### src/design/RiscvIsa.sv
package RiscvIsa;

    // --------------------------------------------------
    // Major opcodes, bits [6:0]
    // --------------------------------------------------
    typedef enum logic [6:0] {
        OP     = 7'b0110011,    // Register-register
        OP_IMM = 7'b0010011,    // Register-immediate
        LUI    = 7'b0110111,
        AUIPC  = 7'b0010111,
        JAL    = 7'b1101111,
        JALR   = 7'b1100111,
        LOAD   = 7'b0000011,
        STORE  = 7'b0100011
    } Opcode;

    // funct3 of the integer ops
    localparam logic [2:0] F3_ADD_SUB = 3'b000;    // ADD, SUB, ADDI
    localparam logic [2:0] F3_SLL     = 3'b001;
    localparam logic [2:0] F3_SLT     = 3'b010;
    localparam logic [2:0] F3_SLTU    = 3'b011;
    localparam logic [2:0] F3_XOR     = 3'b100;
    localparam logic [2:0] F3_SRL_SRA = 3'b101;    // Split by bit 30
    localparam logic [2:0] F3_OR      = 3'b110;
    localparam logic [2:0] F3_AND     = 3'b111;
    localparam logic [2:0] F3_WORD    = 3'b010;    // LW and SW width

    // Field LSB positions inside the instruction word
    localparam int OPCODE_POS = 0;                 // 7 bits
    localparam int RD_POS     = 7;                 // 5 bits
    localparam int FUNCT3_POS = 12;                // 3 bits
    localparam int RS1_POS    = 15;                // 5 bits
    localparam int RS2_POS    = 20;                // 5 bits
    localparam int FUNCT7_POS = 25;                // 7 bits

    localparam int FUNCT7_ALT_BIT = 30;            // SUB and SRA select

endpackage

### src/design/Types.sv
package Types;

    // --------------------------------------------------
    // ALU operation, one code per RV32I integer op
    // --------------------------------------------------
    typedef enum logic [3:0] {
        ADD,                    // A + B
        SUB,                    // A - B
        SLL,                    // Logical left shift
        SLT,                    // Signed compare
        SLTU,                   // Unsigned compare
        XOR,
        SRL,                    // Logical right shift
        SRA,                    // Arithmetic right shift
        OR,
        AND
    } AluOp;

    // Operand A source
    typedef enum logic [1:0] {
        RS1  = 2'd0,            // Register operand
        PC   = 2'd1,            // Instruction address
        ZERO = 2'd2             // Constant zero, for LUI
    } OperandASel;

    // Operand B source
    typedef enum logic [1:0] {
        RS2  = 2'd0,            // Register operand
        IMM  = 2'd1,            // Decoded immediate
        FOUR = 2'd2             // Link offset for jumps
    } OperandBSel;

endpackage

### src/design/DecodedInstIf.sv
interface DecodedInstIf
#(
    parameter DATA_WIDTH = 32,
    parameter REG_WIDTH  = 5);

    logic                  Valid;          // Slot holds an instruction
    Types::AluOp           AluControl;     // ALU operation
    Types::OperandASel     OperandASel;    // Operand A source
    Types::OperandBSel     OperandBSel;    // Operand B source
    logic [DATA_WIDTH-1:0] Imm;            // Sign-extended immediate
    logic [REG_WIDTH-1:0]  Rd;             // Destination register
    logic                  RegWrEn;        // Write back to register file
    logic                  MemRdEn;        // Load
    logic                  MemWrEn;        // Store

    // Decoder side
    modport source (output Valid, AluControl, OperandASel, OperandBSel, Imm, Rd,
                           RegWrEn, MemRdEn, MemWrEn);
    // ID/EX register input side
    modport sink   (input  Valid, AluControl, OperandASel, OperandBSel, Imm, Rd,
                           RegWrEn, MemRdEn, MemWrEn);
    // Registered bundle, driven by ID/EX and read by EX and EX/MEM
    modport exec   (output Valid, AluControl, OperandASel, OperandBSel, Imm, Rd,
                           RegWrEn, MemRdEn, MemWrEn);

endinterface

### src/design/ExMemRegister.sv
module ExMemRegister
#(
    parameter DATA_WIDTH = 32,
    parameter REG_WIDTH  = 5)
(
    input  logic                  i_Clock,
    input  logic                  i_arstN,
    DecodedInstIf.exec            exIf,         // Valid, Rd and flags
    input  logic [DATA_WIDTH-1:0] i_Result,     // From StageEX
    input  logic [DATA_WIDTH-1:0] i_DataB,      // Store data
    output logic                  o_Valid,
    output logic [DATA_WIDTH-1:0] o_Result,     // ALU result or address
    output logic [DATA_WIDTH-1:0] o_DataB,
    output logic [REG_WIDTH-1:0]  o_RegAddr,    // Destination register
    output logic                  o_RegWrEn,
    output logic                  o_MemRdEn,
    output logic                  o_MemWrEn);

    // --------------------------------------------------
    // Control towards MEM, cleared on reset
    // --------------------------------------------------
    always_ff @(posedge i_Clock or negedge i_arstN) begin
        if (!i_arstN) begin
            o_Valid   <= 1'b0;
            o_RegWrEn <= 1'b0;
            o_MemRdEn <= 1'b0;
            o_MemWrEn <= 1'b0;
        end else begin
            o_Valid   <= exIf.Valid;
            o_RegWrEn <= exIf.RegWrEn;              // Already gated in ID/EX
            o_MemRdEn <= exIf.MemRdEn;
            o_MemWrEn <= exIf.MemWrEn;
        end
    end

    always_ff @(posedge i_Clock) begin
        o_Result  <= i_Result;
        o_DataB   <= i_DataB;
        o_RegAddr <= exIf.Rd;
    end

endmodule

### src/design/IdExRegister.sv
module IdExRegister
#(
    parameter DATA_WIDTH = 32,
    parameter PC_WIDTH   = 32)
(
    input  logic                  i_Clock,
    input  logic                  i_arstN,
    DecodedInstIf.sink            decIf,        // From decoder
    input  logic [DATA_WIDTH-1:0] i_DataA,      // RS1 value
    input  logic [DATA_WIDTH-1:0] i_DataB,      // RS2 value
    input  logic [PC_WIDTH-1:0]   i_PC,
    DecodedInstIf.exec            exIf,         // Registered bundle
    output logic [DATA_WIDTH-1:0] o_DataA,
    output logic [DATA_WIDTH-1:0] o_DataB,
    output logic [PC_WIDTH-1:0]   o_PC);

    // --------------------------------------------------
    // Valid and flags, bubbles carry no writes
    // --------------------------------------------------
    always_ff @(posedge i_Clock or negedge i_arstN) begin
        if (!i_arstN) begin
            exIf.Valid   <= 1'b0;
            exIf.RegWrEn <= 1'b0;
            exIf.MemRdEn <= 1'b0;
            exIf.MemWrEn <= 1'b0;
        end else begin
            exIf.Valid   <= decIf.Valid;
            exIf.RegWrEn <= decIf.Valid & decIf.RegWrEn;
            exIf.MemRdEn <= decIf.Valid & decIf.MemRdEn;
            exIf.MemWrEn <= decIf.Valid & decIf.MemWrEn;
        end
    end

    // Payload, captured every cycle
    always_ff @(posedge i_Clock) begin
        exIf.AluControl  <= decIf.AluControl;
        exIf.OperandASel <= decIf.OperandASel;
        exIf.OperandBSel <= decIf.OperandBSel;
        exIf.Imm         <= decIf.Imm;
        exIf.Rd          <= decIf.Rd;
        o_DataA          <= i_DataA;
        o_DataB          <= i_DataB;
        o_PC             <= i_PC;
    end

endmodule

### src/design/InstDecoder.sv
module InstDecoder
(
    input  logic         i_Valid,           // Instruction strobe
    input  logic [31:0]  i_Inst,            // Raw instruction word
    DecodedInstIf.source decIf);            // Decoded bundle

    RiscvIsa::Opcode    opcode;
    logic [2:0]         funct3;
    logic               altBit;             // Instruction bit 30
    logic signed [31:0] immI;
    logic signed [31:0] immS;
    logic signed [31:0] immU;
    logic signed [31:0] immJ;
    logic signed [31:0] immSel;             // Immediate picked by opcode
    Types::AluOp        aluOp;

    // --------------------------------------------------
    // Field split and immediate formats
    // --------------------------------------------------
    assign opcode = RiscvIsa::Opcode'(i_Inst[RiscvIsa::OPCODE_POS +: 7]);
    assign funct3 = i_Inst[RiscvIsa::FUNCT3_POS +: 3];
    assign altBit = i_Inst[RiscvIsa::FUNCT7_ALT_BIT];

    assign immI = {{20{i_Inst[31]}}, i_Inst[31:20]};
    assign immS = {{20{i_Inst[31]}}, i_Inst[31:25], i_Inst[11:7]};
    assign immU = {i_Inst[31:12], 12'b0};
    assign immJ = {{12{i_Inst[31]}}, i_Inst[19:12], i_Inst[20], i_Inst[30:21], 1'b0};

    assign decIf.Valid      = i_Valid;                          // Passed through as is
    assign decIf.Rd         = i_Inst[RiscvIsa::RD_POS +: 5];
    assign decIf.Imm        = immSel;                           // Signed, so extends
    assign decIf.AluControl = aluOp;

    // --------------------------------------------------
    // ALU operation from funct3 and bit 30
    // --------------------------------------------------
    always_comb begin
        aluOp = Types::ADD;                                     // Address and link adds
        if (opcode == RiscvIsa::OP || opcode == RiscvIsa::OP_IMM) begin
            case (funct3)
                RiscvIsa::F3_ADD_SUB: begin
                    if (altBit && opcode == RiscvIsa::OP) aluOp = Types::SUB;   // No SUBI
                    else                                  aluOp = Types::ADD;
                end
                RiscvIsa::F3_SLL:     aluOp = Types::SLL;
                RiscvIsa::F3_SLT:     aluOp = Types::SLT;
                RiscvIsa::F3_SLTU:    aluOp = Types::SLTU;
                RiscvIsa::F3_XOR:     aluOp = Types::XOR;
                RiscvIsa::F3_SRL_SRA: begin
                    if (altBit) aluOp = Types::SRA;             // SRA and SRAI
                    else        aluOp = Types::SRL;
                end
                RiscvIsa::F3_OR:      aluOp = Types::OR;
                RiscvIsa::F3_AND:     aluOp = Types::AND;
                default:              aluOp = Types::ADD;
            endcase
        end
    end

    // --------------------------------------------------
    // Operand selects, immediate format and flags
    // --------------------------------------------------
    always_comb begin
        decIf.OperandASel = Types::RS1;
        decIf.OperandBSel = Types::RS2;
        decIf.RegWrEn     = 1'b0;                               // Unknown opcode writes nothing
        decIf.MemRdEn     = 1'b0;
        decIf.MemWrEn     = 1'b0;
        immSel            = immI;
        case (opcode)
            RiscvIsa::OP: begin
                decIf.RegWrEn = 1'b1;
            end
            RiscvIsa::OP_IMM: begin
                decIf.OperandBSel = Types::IMM;
                decIf.RegWrEn     = 1'b1;
            end
            RiscvIsa::LUI: begin
                decIf.OperandASel = Types::ZERO;                // 0 + imm
                decIf.OperandBSel = Types::IMM;
                decIf.RegWrEn     = 1'b1;
                immSel            = immU;
            end
            RiscvIsa::AUIPC: begin
                decIf.OperandASel = Types::PC;
                decIf.OperandBSel = Types::IMM;
                decIf.RegWrEn     = 1'b1;
                immSel            = immU;
            end
            RiscvIsa::JAL, RiscvIsa::JALR: begin
                decIf.OperandASel = Types::PC;                  // Link value PC+4
                decIf.OperandBSel = Types::FOUR;
                decIf.RegWrEn     = 1'b1;
                if (opcode == RiscvIsa::JAL) immSel = immJ;
            end
            RiscvIsa::LOAD: begin
                decIf.OperandBSel = Types::IMM;                 // Address = rs1 + offset
                decIf.RegWrEn     = 1'b1;
                decIf.MemRdEn     = 1'b1;
            end
            RiscvIsa::STORE: begin
                decIf.OperandBSel = Types::IMM;
                decIf.MemWrEn     = 1'b1;
                immSel            = immS;
            end
            default: ;
        endcase
    end

endmodule

### src/design/IntegerALU.sv
module IntegerALU
#(
    parameter DATA_WIDTH = 32)
(
    input  Types::AluOp           i_Op,         // Operation
    input  logic [DATA_WIDTH-1:0] i_OperandA,
    input  logic [DATA_WIDTH-1:0] i_OperandB,
    output logic [DATA_WIDTH-1:0] o_Result);

    logic [4:0] shamt;                          // RV32I shift amount
    logic       ltSigned;
    logic       ltUnsigned;

    assign shamt      = i_OperandB[4:0];
    assign ltSigned   = $signed(i_OperandA) < $signed(i_OperandB);
    assign ltUnsigned = i_OperandA < i_OperandB;

    // --------------------------------------------------
    // Ten integer operations
    // --------------------------------------------------
    always_comb begin
        case (i_Op)
            Types::ADD:  o_Result = i_OperandA + i_OperandB;
            Types::SUB:  o_Result = i_OperandA - i_OperandB;
            Types::SLL:  o_Result = i_OperandA << shamt;
            Types::SLT:  o_Result = DATA_WIDTH'(ltSigned);      // 0 or 1
            Types::SLTU: o_Result = DATA_WIDTH'(ltUnsigned);
            Types::XOR:  o_Result = i_OperandA ^ i_OperandB;
            Types::SRL:  o_Result = i_OperandA >> shamt;
            Types::SRA:  o_Result = $signed(i_OperandA) >>> shamt;  // Sign fills
            Types::OR:   o_Result = i_OperandA | i_OperandB;
            Types::AND:  o_Result = i_OperandA & i_OperandB;
            default:     o_Result = '0;                         // Unused codes
        endcase
    end

endmodule

### src/design/PipelineExecute.sv
module PipelineExecute
#(
    parameter DATA_WIDTH = 32,
    parameter PC_WIDTH   = 32,
    parameter REG_WIDTH  = 5)
(
    input  logic                  i_Clock,
    input  logic                  i_arstN,
    input  logic                  i_Valid,      // One-cycle instruction strobe
    input  logic [31:0]           i_Inst,
    input  logic [PC_WIDTH-1:0]   i_PC,
    input  logic [DATA_WIDTH-1:0] i_DataA,      // RS1 read earlier
    input  logic [DATA_WIDTH-1:0] i_DataB,      // RS2 read earlier
    output logic                  o_Valid,      // Two cycles after i_Valid
    output logic [DATA_WIDTH-1:0] o_Result,
    output logic [DATA_WIDTH-1:0] o_DataB,
    output logic [REG_WIDTH-1:0]  o_RegAddr,
    output logic                  o_RegWrEn,
    output logic                  o_MemRdEn,
    output logic                  o_MemWrEn);

    logic [DATA_WIDTH-1:0] idExDataA;
    logic [DATA_WIDTH-1:0] idExDataB;
    logic [PC_WIDTH-1:0]   idExPC;
    logic [DATA_WIDTH-1:0] exResult;
    logic [DATA_WIDTH-1:0] exDataB;

    DecodedInstIf #(.DATA_WIDTH (DATA_WIDTH), .REG_WIDTH (REG_WIDTH)) decIf ();  // ID side
    DecodedInstIf #(.DATA_WIDTH (DATA_WIDTH), .REG_WIDTH (REG_WIDTH)) exIf ();   // EX side

    // --------------------------------------------------
    // Decode, then ID/EX
    // --------------------------------------------------
    InstDecoder decoder (
        .i_Valid (i_Valid),
        .i_Inst  (i_Inst),
        .decIf   (decIf));

    IdExRegister #(
        .DATA_WIDTH (DATA_WIDTH),
        .PC_WIDTH   (PC_WIDTH))
    idEx (
        .i_Clock (i_Clock),
        .i_arstN (i_arstN),
        .decIf   (decIf),
        .i_DataA (i_DataA),
        .i_DataB (i_DataB),
        .i_PC    (i_PC),
        .exIf    (exIf),
        .o_DataA (idExDataA),
        .o_DataB (idExDataB),
        .o_PC    (idExPC));

    // --------------------------------------------------
    // Execute, then EX/MEM
    // --------------------------------------------------
    StageEX #(
        .DATA_WIDTH (DATA_WIDTH),
        .PC_WIDTH   (PC_WIDTH))
    stageEx (
        .exIf     (exIf),
        .i_DataA  (idExDataA),
        .i_DataB  (idExDataB),
        .i_PC     (idExPC),
        .o_Result (exResult),
        .o_DataB  (exDataB));

    ExMemRegister #(
        .DATA_WIDTH (DATA_WIDTH),
        .REG_WIDTH  (REG_WIDTH))
    exMem (
        .i_Clock   (i_Clock),
        .i_arstN   (i_arstN),
        .exIf      (exIf),
        .i_Result  (exResult),
        .i_DataB   (exDataB),
        .o_Valid   (o_Valid),
        .o_Result  (o_Result),
        .o_DataB   (o_DataB),
        .o_RegAddr (o_RegAddr),
        .o_RegWrEn (o_RegWrEn),
        .o_MemRdEn (o_MemRdEn),
        .o_MemWrEn (o_MemWrEn));

endmodule

### src/design/StageEX.sv
module StageEX
#(
    parameter DATA_WIDTH = 32,
    parameter PC_WIDTH   = 32)
(
    DecodedInstIf.exec            exIf,         // Selects, ALU op, immediate
    input  logic [DATA_WIDTH-1:0] i_DataA,      // RS1 value
    input  logic [DATA_WIDTH-1:0] i_DataB,      // RS2 value
    input  logic [PC_WIDTH-1:0]   i_PC,         // Instruction address
    output logic [DATA_WIDTH-1:0] o_Result,     // ALU result
    output logic [DATA_WIDTH-1:0] o_DataB);     // Store data

    logic [DATA_WIDTH-1:0] operandA;
    logic [DATA_WIDTH-1:0] operandB;

    // --------------------------------------------------
    // Operand A: RS1, PC or zero
    // --------------------------------------------------
    always_comb begin
        case (exIf.OperandASel)
            Types::RS1: operandA = i_DataA;
            Types::PC:  operandA = DATA_WIDTH'(i_PC);   // Zero-extended
            default:    operandA = '0;                  // ZERO, LUI path
        endcase
    end

    // --------------------------------------------------
    // Operand B: RS2, immediate or four
    // --------------------------------------------------
    always_comb begin
        case (exIf.OperandBSel)
            Types::RS2:  operandB = i_DataB;
            Types::IMM:  operandB = exIf.Imm;
            Types::FOUR: operandB = DATA_WIDTH'(4);     // Link offset
            default:     operandB = i_DataB;
        endcase
    end

    IntegerALU #(
        .DATA_WIDTH (DATA_WIDTH))
    alu (
        .i_Op       (exIf.AluControl),
        .i_OperandA (operandA),
        .i_OperandB (operandB),
        .o_Result   (o_Result));

    assign o_DataB = i_DataB;                           // RS2 passes through for stores

endmodule

### config.mk
export PLATFORM = sky130hd
export DESIGN_NAME = PipelineExecute
export DESIGN_NICKNAME = d
export VERILOG_FILES = /design/src/design/RiscvIsa.sv /design/src/design/Types.sv /design/src/design/DecodedInstIf.sv /design/src/design/ExMemRegister.sv /design/src/design/IdExRegister.sv /design/src/design/InstDecoder.sv /design/src/design/IntegerALU.sv /design/src/design/PipelineExecute.sv /design/src/design/StageEX.sv
export SDC_FILE = /design/constraint.sdc
export NUM_CORES = 1
export LEC_CHECK = 0
export ABC_AREA = 1
export BUFFER_PORTS_ARGS = -buffer_cell sky130_fd_sc_hd__buf_2
export CAP_MARGIN = 20
export CORE_ASPECT_RATIO = 1.25
export CORE_MARGIN = 8
export CORE_UTILIZATION = 25
export CTS_BUF_LIST = sky130_fd_sc_hd__clkbuf_4
export DETAILED_ROUTE_END_ITERATION = 10
export GPL_TIMING_DRIVEN = 0
export RECOVER_POWER = 25
export SLEW_MARGIN = 20
export SYNTH_ARGS = -nofsm -noshare
export SYNTH_HDL_FRONTEND = slang
export SYNTH_SLANG_ARGS = --single-unit
### constraint.sdc
create_clock -name i_Clock -period 7.1 [get_ports i_Clock]
set_input_delay 0.355 -clock i_Clock [delete_from_list [all_inputs] [get_ports i_Clock]]
set_output_delay 0.355 -clock i_Clock [all_outputs]
set_load 0.02 [all_outputs]
==> metrics <==
CP top delay family=compound AO/OA/AOI/OAI gates; hold_ws=135 ps; nature of the critical path endpoint=register; final hold viol count=0; Worst EP arrival=5190 ps; pwr/cell area=195 nW/um2; # IOs=204; reported max-cap violation count=0; top-area cell type share of the netlist area=27.2%; CTS root buffer=clkbuf_4; DR vias/cell=5.08; drt first-iter violations=1833; final core occ=31.9%; cell count along the critical path=18; via count=19.0k; Initial Util=25.1%; CP max stage cell=a22oi_1; setup bufs post-CTS=0; R2R Setup Slk=2610 ps; cells after synthesis=2477; total power=3.84 mW; non-filler cells, final=3749; post-synthesis area per instance=6.25 um2; largest incremental delay on the critical path=770 ps; crit path capture=exMem.o_Result[20]; Post-Synthesis Cell Area=15500 um2; FF-to-FF path depth=18; Worst slew margin=29.3%; area grow syn2layout=26.9%; RSZ-0062 raised after global routing=false; first-pass GRT wire length=123000 um; Num CTS Buffers=52; 1st-pass router iterations=6; Final min period=4490 ps; Req. time, crit path=7800 ps; R2R Path End=exMem.o_Result[20]; Die Y=294 um; Placed Instances=3512; max-slew violation count=0; clk buf depth=3; Critical path buffers and inverters=7; layout cells sized above 1=13.5%; CTS H-tree depth=2; worst-path cell chain=inv_1, ha_1, buf_6, buf_2, buf_1, a22oi_1, inv_1, ha_1, clkbuf_1, inv_1, a21oi_1, nor2_1, nor2_1, nand2_1, a21oi_1, nand2_1, nand3_1, nand3_1; vias in the first global route=18.9k; setup TNS=0 ps; dpl hpwl=70000 um; Total Routed Length=86000 um; Max Freq=0.223 GHz; post-route ant nets=0; Die ar.=70200 um2; Core Footprint=61600 um2; CTS resizes=0; worst slew pin tran=1060 ps; GPL Wtd Cong=1.03; startpoint types=register; outcome=complete, no violations; Final Skew=108 ps; WS Path Type=register to register; post-synthesis async set-or-reset flop share=3.67%; Setup crit start=idEx.exIf.OperandBSel[0]; Reg clk slew, reported paths=80 ps; DRC=0; I/O Buffers=203; worst skew pair latency=860 ps; Avg WL per Cell=22.9 um; nets=3104; Total GRT Usage=23.8%; Critical R2R Launch=idEx.exIf.OperandBSel[0]; Congestion Overflow GR=0; Final Setup Violations=0; Hold Crit Class=input pin to register; EDFF count, synth=0; Syn. warnings=0; leading area contributor after synthesis=dfxtp_1; Post-Syn Nets=2709; flops & latches, synth=218; critical path peak fanout=10; most frequent CP cell=inv_1; initial antenna violation count=3; pin count of the biggest net entering global routing=18; Clock Sinks=218; top post-synthesis cells by area=dfxtp_1, nand2_1, nand3_1; Synth cell types=54; Tcrit/Tclk final=63.3%; Leakage=9.90 nW; CTS tree=built; Max rail drop VDD=124 uV; Seq/Total Area, Yosys=28.5%; Site Rows=102; Die W=239 um; Main synth FF type=dfxtp_1
## per-stage QoR
stage,area (um2),worst slack [ps]
6_report,19600,2610
5_1_grt,19600,2320
4_1_cts,19600,2730
3_5_place_dp,17500,2630
3_3_place_gp,17500,2640
2_1_floorplan,15500,3970
## report_power, final
group          switching, mW  total [mW]  internal (mW)
logic                  0.959        1.36          0.402
clock network          0.562        1.12          0.562
registers             0.0317        1.35           1.32
total                   1.55        3.84           2.28
## area by class of cell
cell class                      count  area [um2]
Timing Repair Buffer              341        2390
Clock buffer                       74         556
Sequential cell                   218        4400
Inverter                          281        1050
Buffer                            101         536
Multi-Input combinational cell   1877        9490
Clock inverter                     20         156
Tap cell                          832        1040
Antenna cell                        5        12.5
Fill cell                        6797       42000
## how the worst min path moves through the flow
| stage | start | to | depth (start not counted) | slack, ps |
|---|---|---|---|---|
| finish | i_PC[11] | idEx.o_PC[11] | 2 | 130 |
| floorplan | i_arstN | exMem.o_MemRdEn | 0 | 60 |
| global placement | i_arstN | exMem.o_Valid | 1 | 200 |
| CTS | i_Inst[1] | idEx.exIf.AluControl[3] | 7 | 50 |
| detailed placement | i_arstN | exMem.o_Valid | 1 | 210 |
| global route | i_PC[11] | idEx.o_PC[11] | 2 | 70 |
## cells by family (layout without fill, tap and decap cells)
family / after synthesis / count (layout) / synth area share (%)
fa+ha+maj: 101 / 101 / 8.26
flops: 218 / 218 / 28.5
mux: 1 / 1 / 0.0647
compound gates: 337 / 337 / 12.7
buf+inv: 382 / 817 / 10.3
simple gates: 1435 / 1435 / 40.1
xor+xnor: 3 / 3 / 0.170
other cells: 0 / 5 / 0
## placed cells by master, fill, tap and decap left out, types with 3 or more instances in the layout
master         synthesis  routed
buf_1                  5       5
o22ai_1               14      14
nand3_2                5       5
o21ai_1               16      16
nand3_1              475     475
nand4_1               27      27
a31oi_1                8       8
dfrtp_1                8       8
o211ai_1              21      21
clkinv_2               0       5
clkbuf_4               1      75
nor2_1               185     185
dlygate4sd3_1          0     138
buf_4                  9       9
o21ai_0              100     100
ha_1                  99      99
diode_2                0       5
buf_6                  7       7
nor2_2                 5       5
buf_2                 52     252
inv_1                266     266
nand2_2                9       9
a21oi_1              113     113
clkinv_1               3      13
nand3b_1               4       4
clkbuf_1              26      29
dfxtp_1              210     210
o2111ai_1              5       5
o21bai_1              10      10
nand2_1              692     692
a221oi_1               9       9
inv_2                 12      12
nor3_1                19      19
o21a_1                 3       3
a22oi_1               27      27
## layer usage
metal | track usage (%) | part of all wire [%] | vias up
met2 | 42.1 | 49 | 928
met3 | 3.32 | 6.6 | 245
met4 | 16.8 | 8.0 | 0
li1 | - | - | 9016
met5 | 0 | 0 | -
met1 | 26.0 | 36 | 8855
## synthesized netlist by cell type (9+ instances only)
| cell | instances |
|---|---|
| ha_1 | 99 |
| buf_2 | 52 |
| buf_4 | 9 |
| inv_2 | 12 |
| o21ai_0 | 100 |
| o22ai_1 | 14 |
| o21ai_1 | 16 |
| o21bai_1 | 10 |
| nand4_1 | 27 |
| nor2_1 | 185 |
| nand3_1 | 475 |
| o211ai_1 | 21 |
| a21oi_1 | 113 |
| nor3_1 | 19 |
| a22oi_1 | 27 |
| inv_1 | 266 |
| a221oi_1 | 9 |
| dfxtp_1 | 210 |
| nand2_2 | 9 |
| clkbuf_1 | 26 |
| nand2_1 | 692 |
## flip-flops by register name, summed over array words and instances (netlist names), 2 cells and up
signal	cells
idEx.o_PC	32
idEx.exIf.Imm	32
idEx.exIf.AluControl	4
idEx.o_DataB	32
exMem.o_DataB	32
exMem.o_Result	32
idEx.o_DataA	32
idEx.exIf.OperandBSel	2
exMem.o_RegAddr	5
idEx.exIf.Rd	5
idEx.exIf.OperandASel	2
## timing repair
item,4_1_cts,5_1_grt
hold buffers,138,0
setup endpoints to repair,0,0
endpoints found under the hold margin,152,0
## worst register-to-register path: cells and delay by family, from the launching register on
family          cells  cell delay (ps)
compound gates      3             1380
fa+ha+maj           2              600
buf+inv             7             1170
flops               1              340
simple gates        6              920
(Power assumes the default switching activity.)
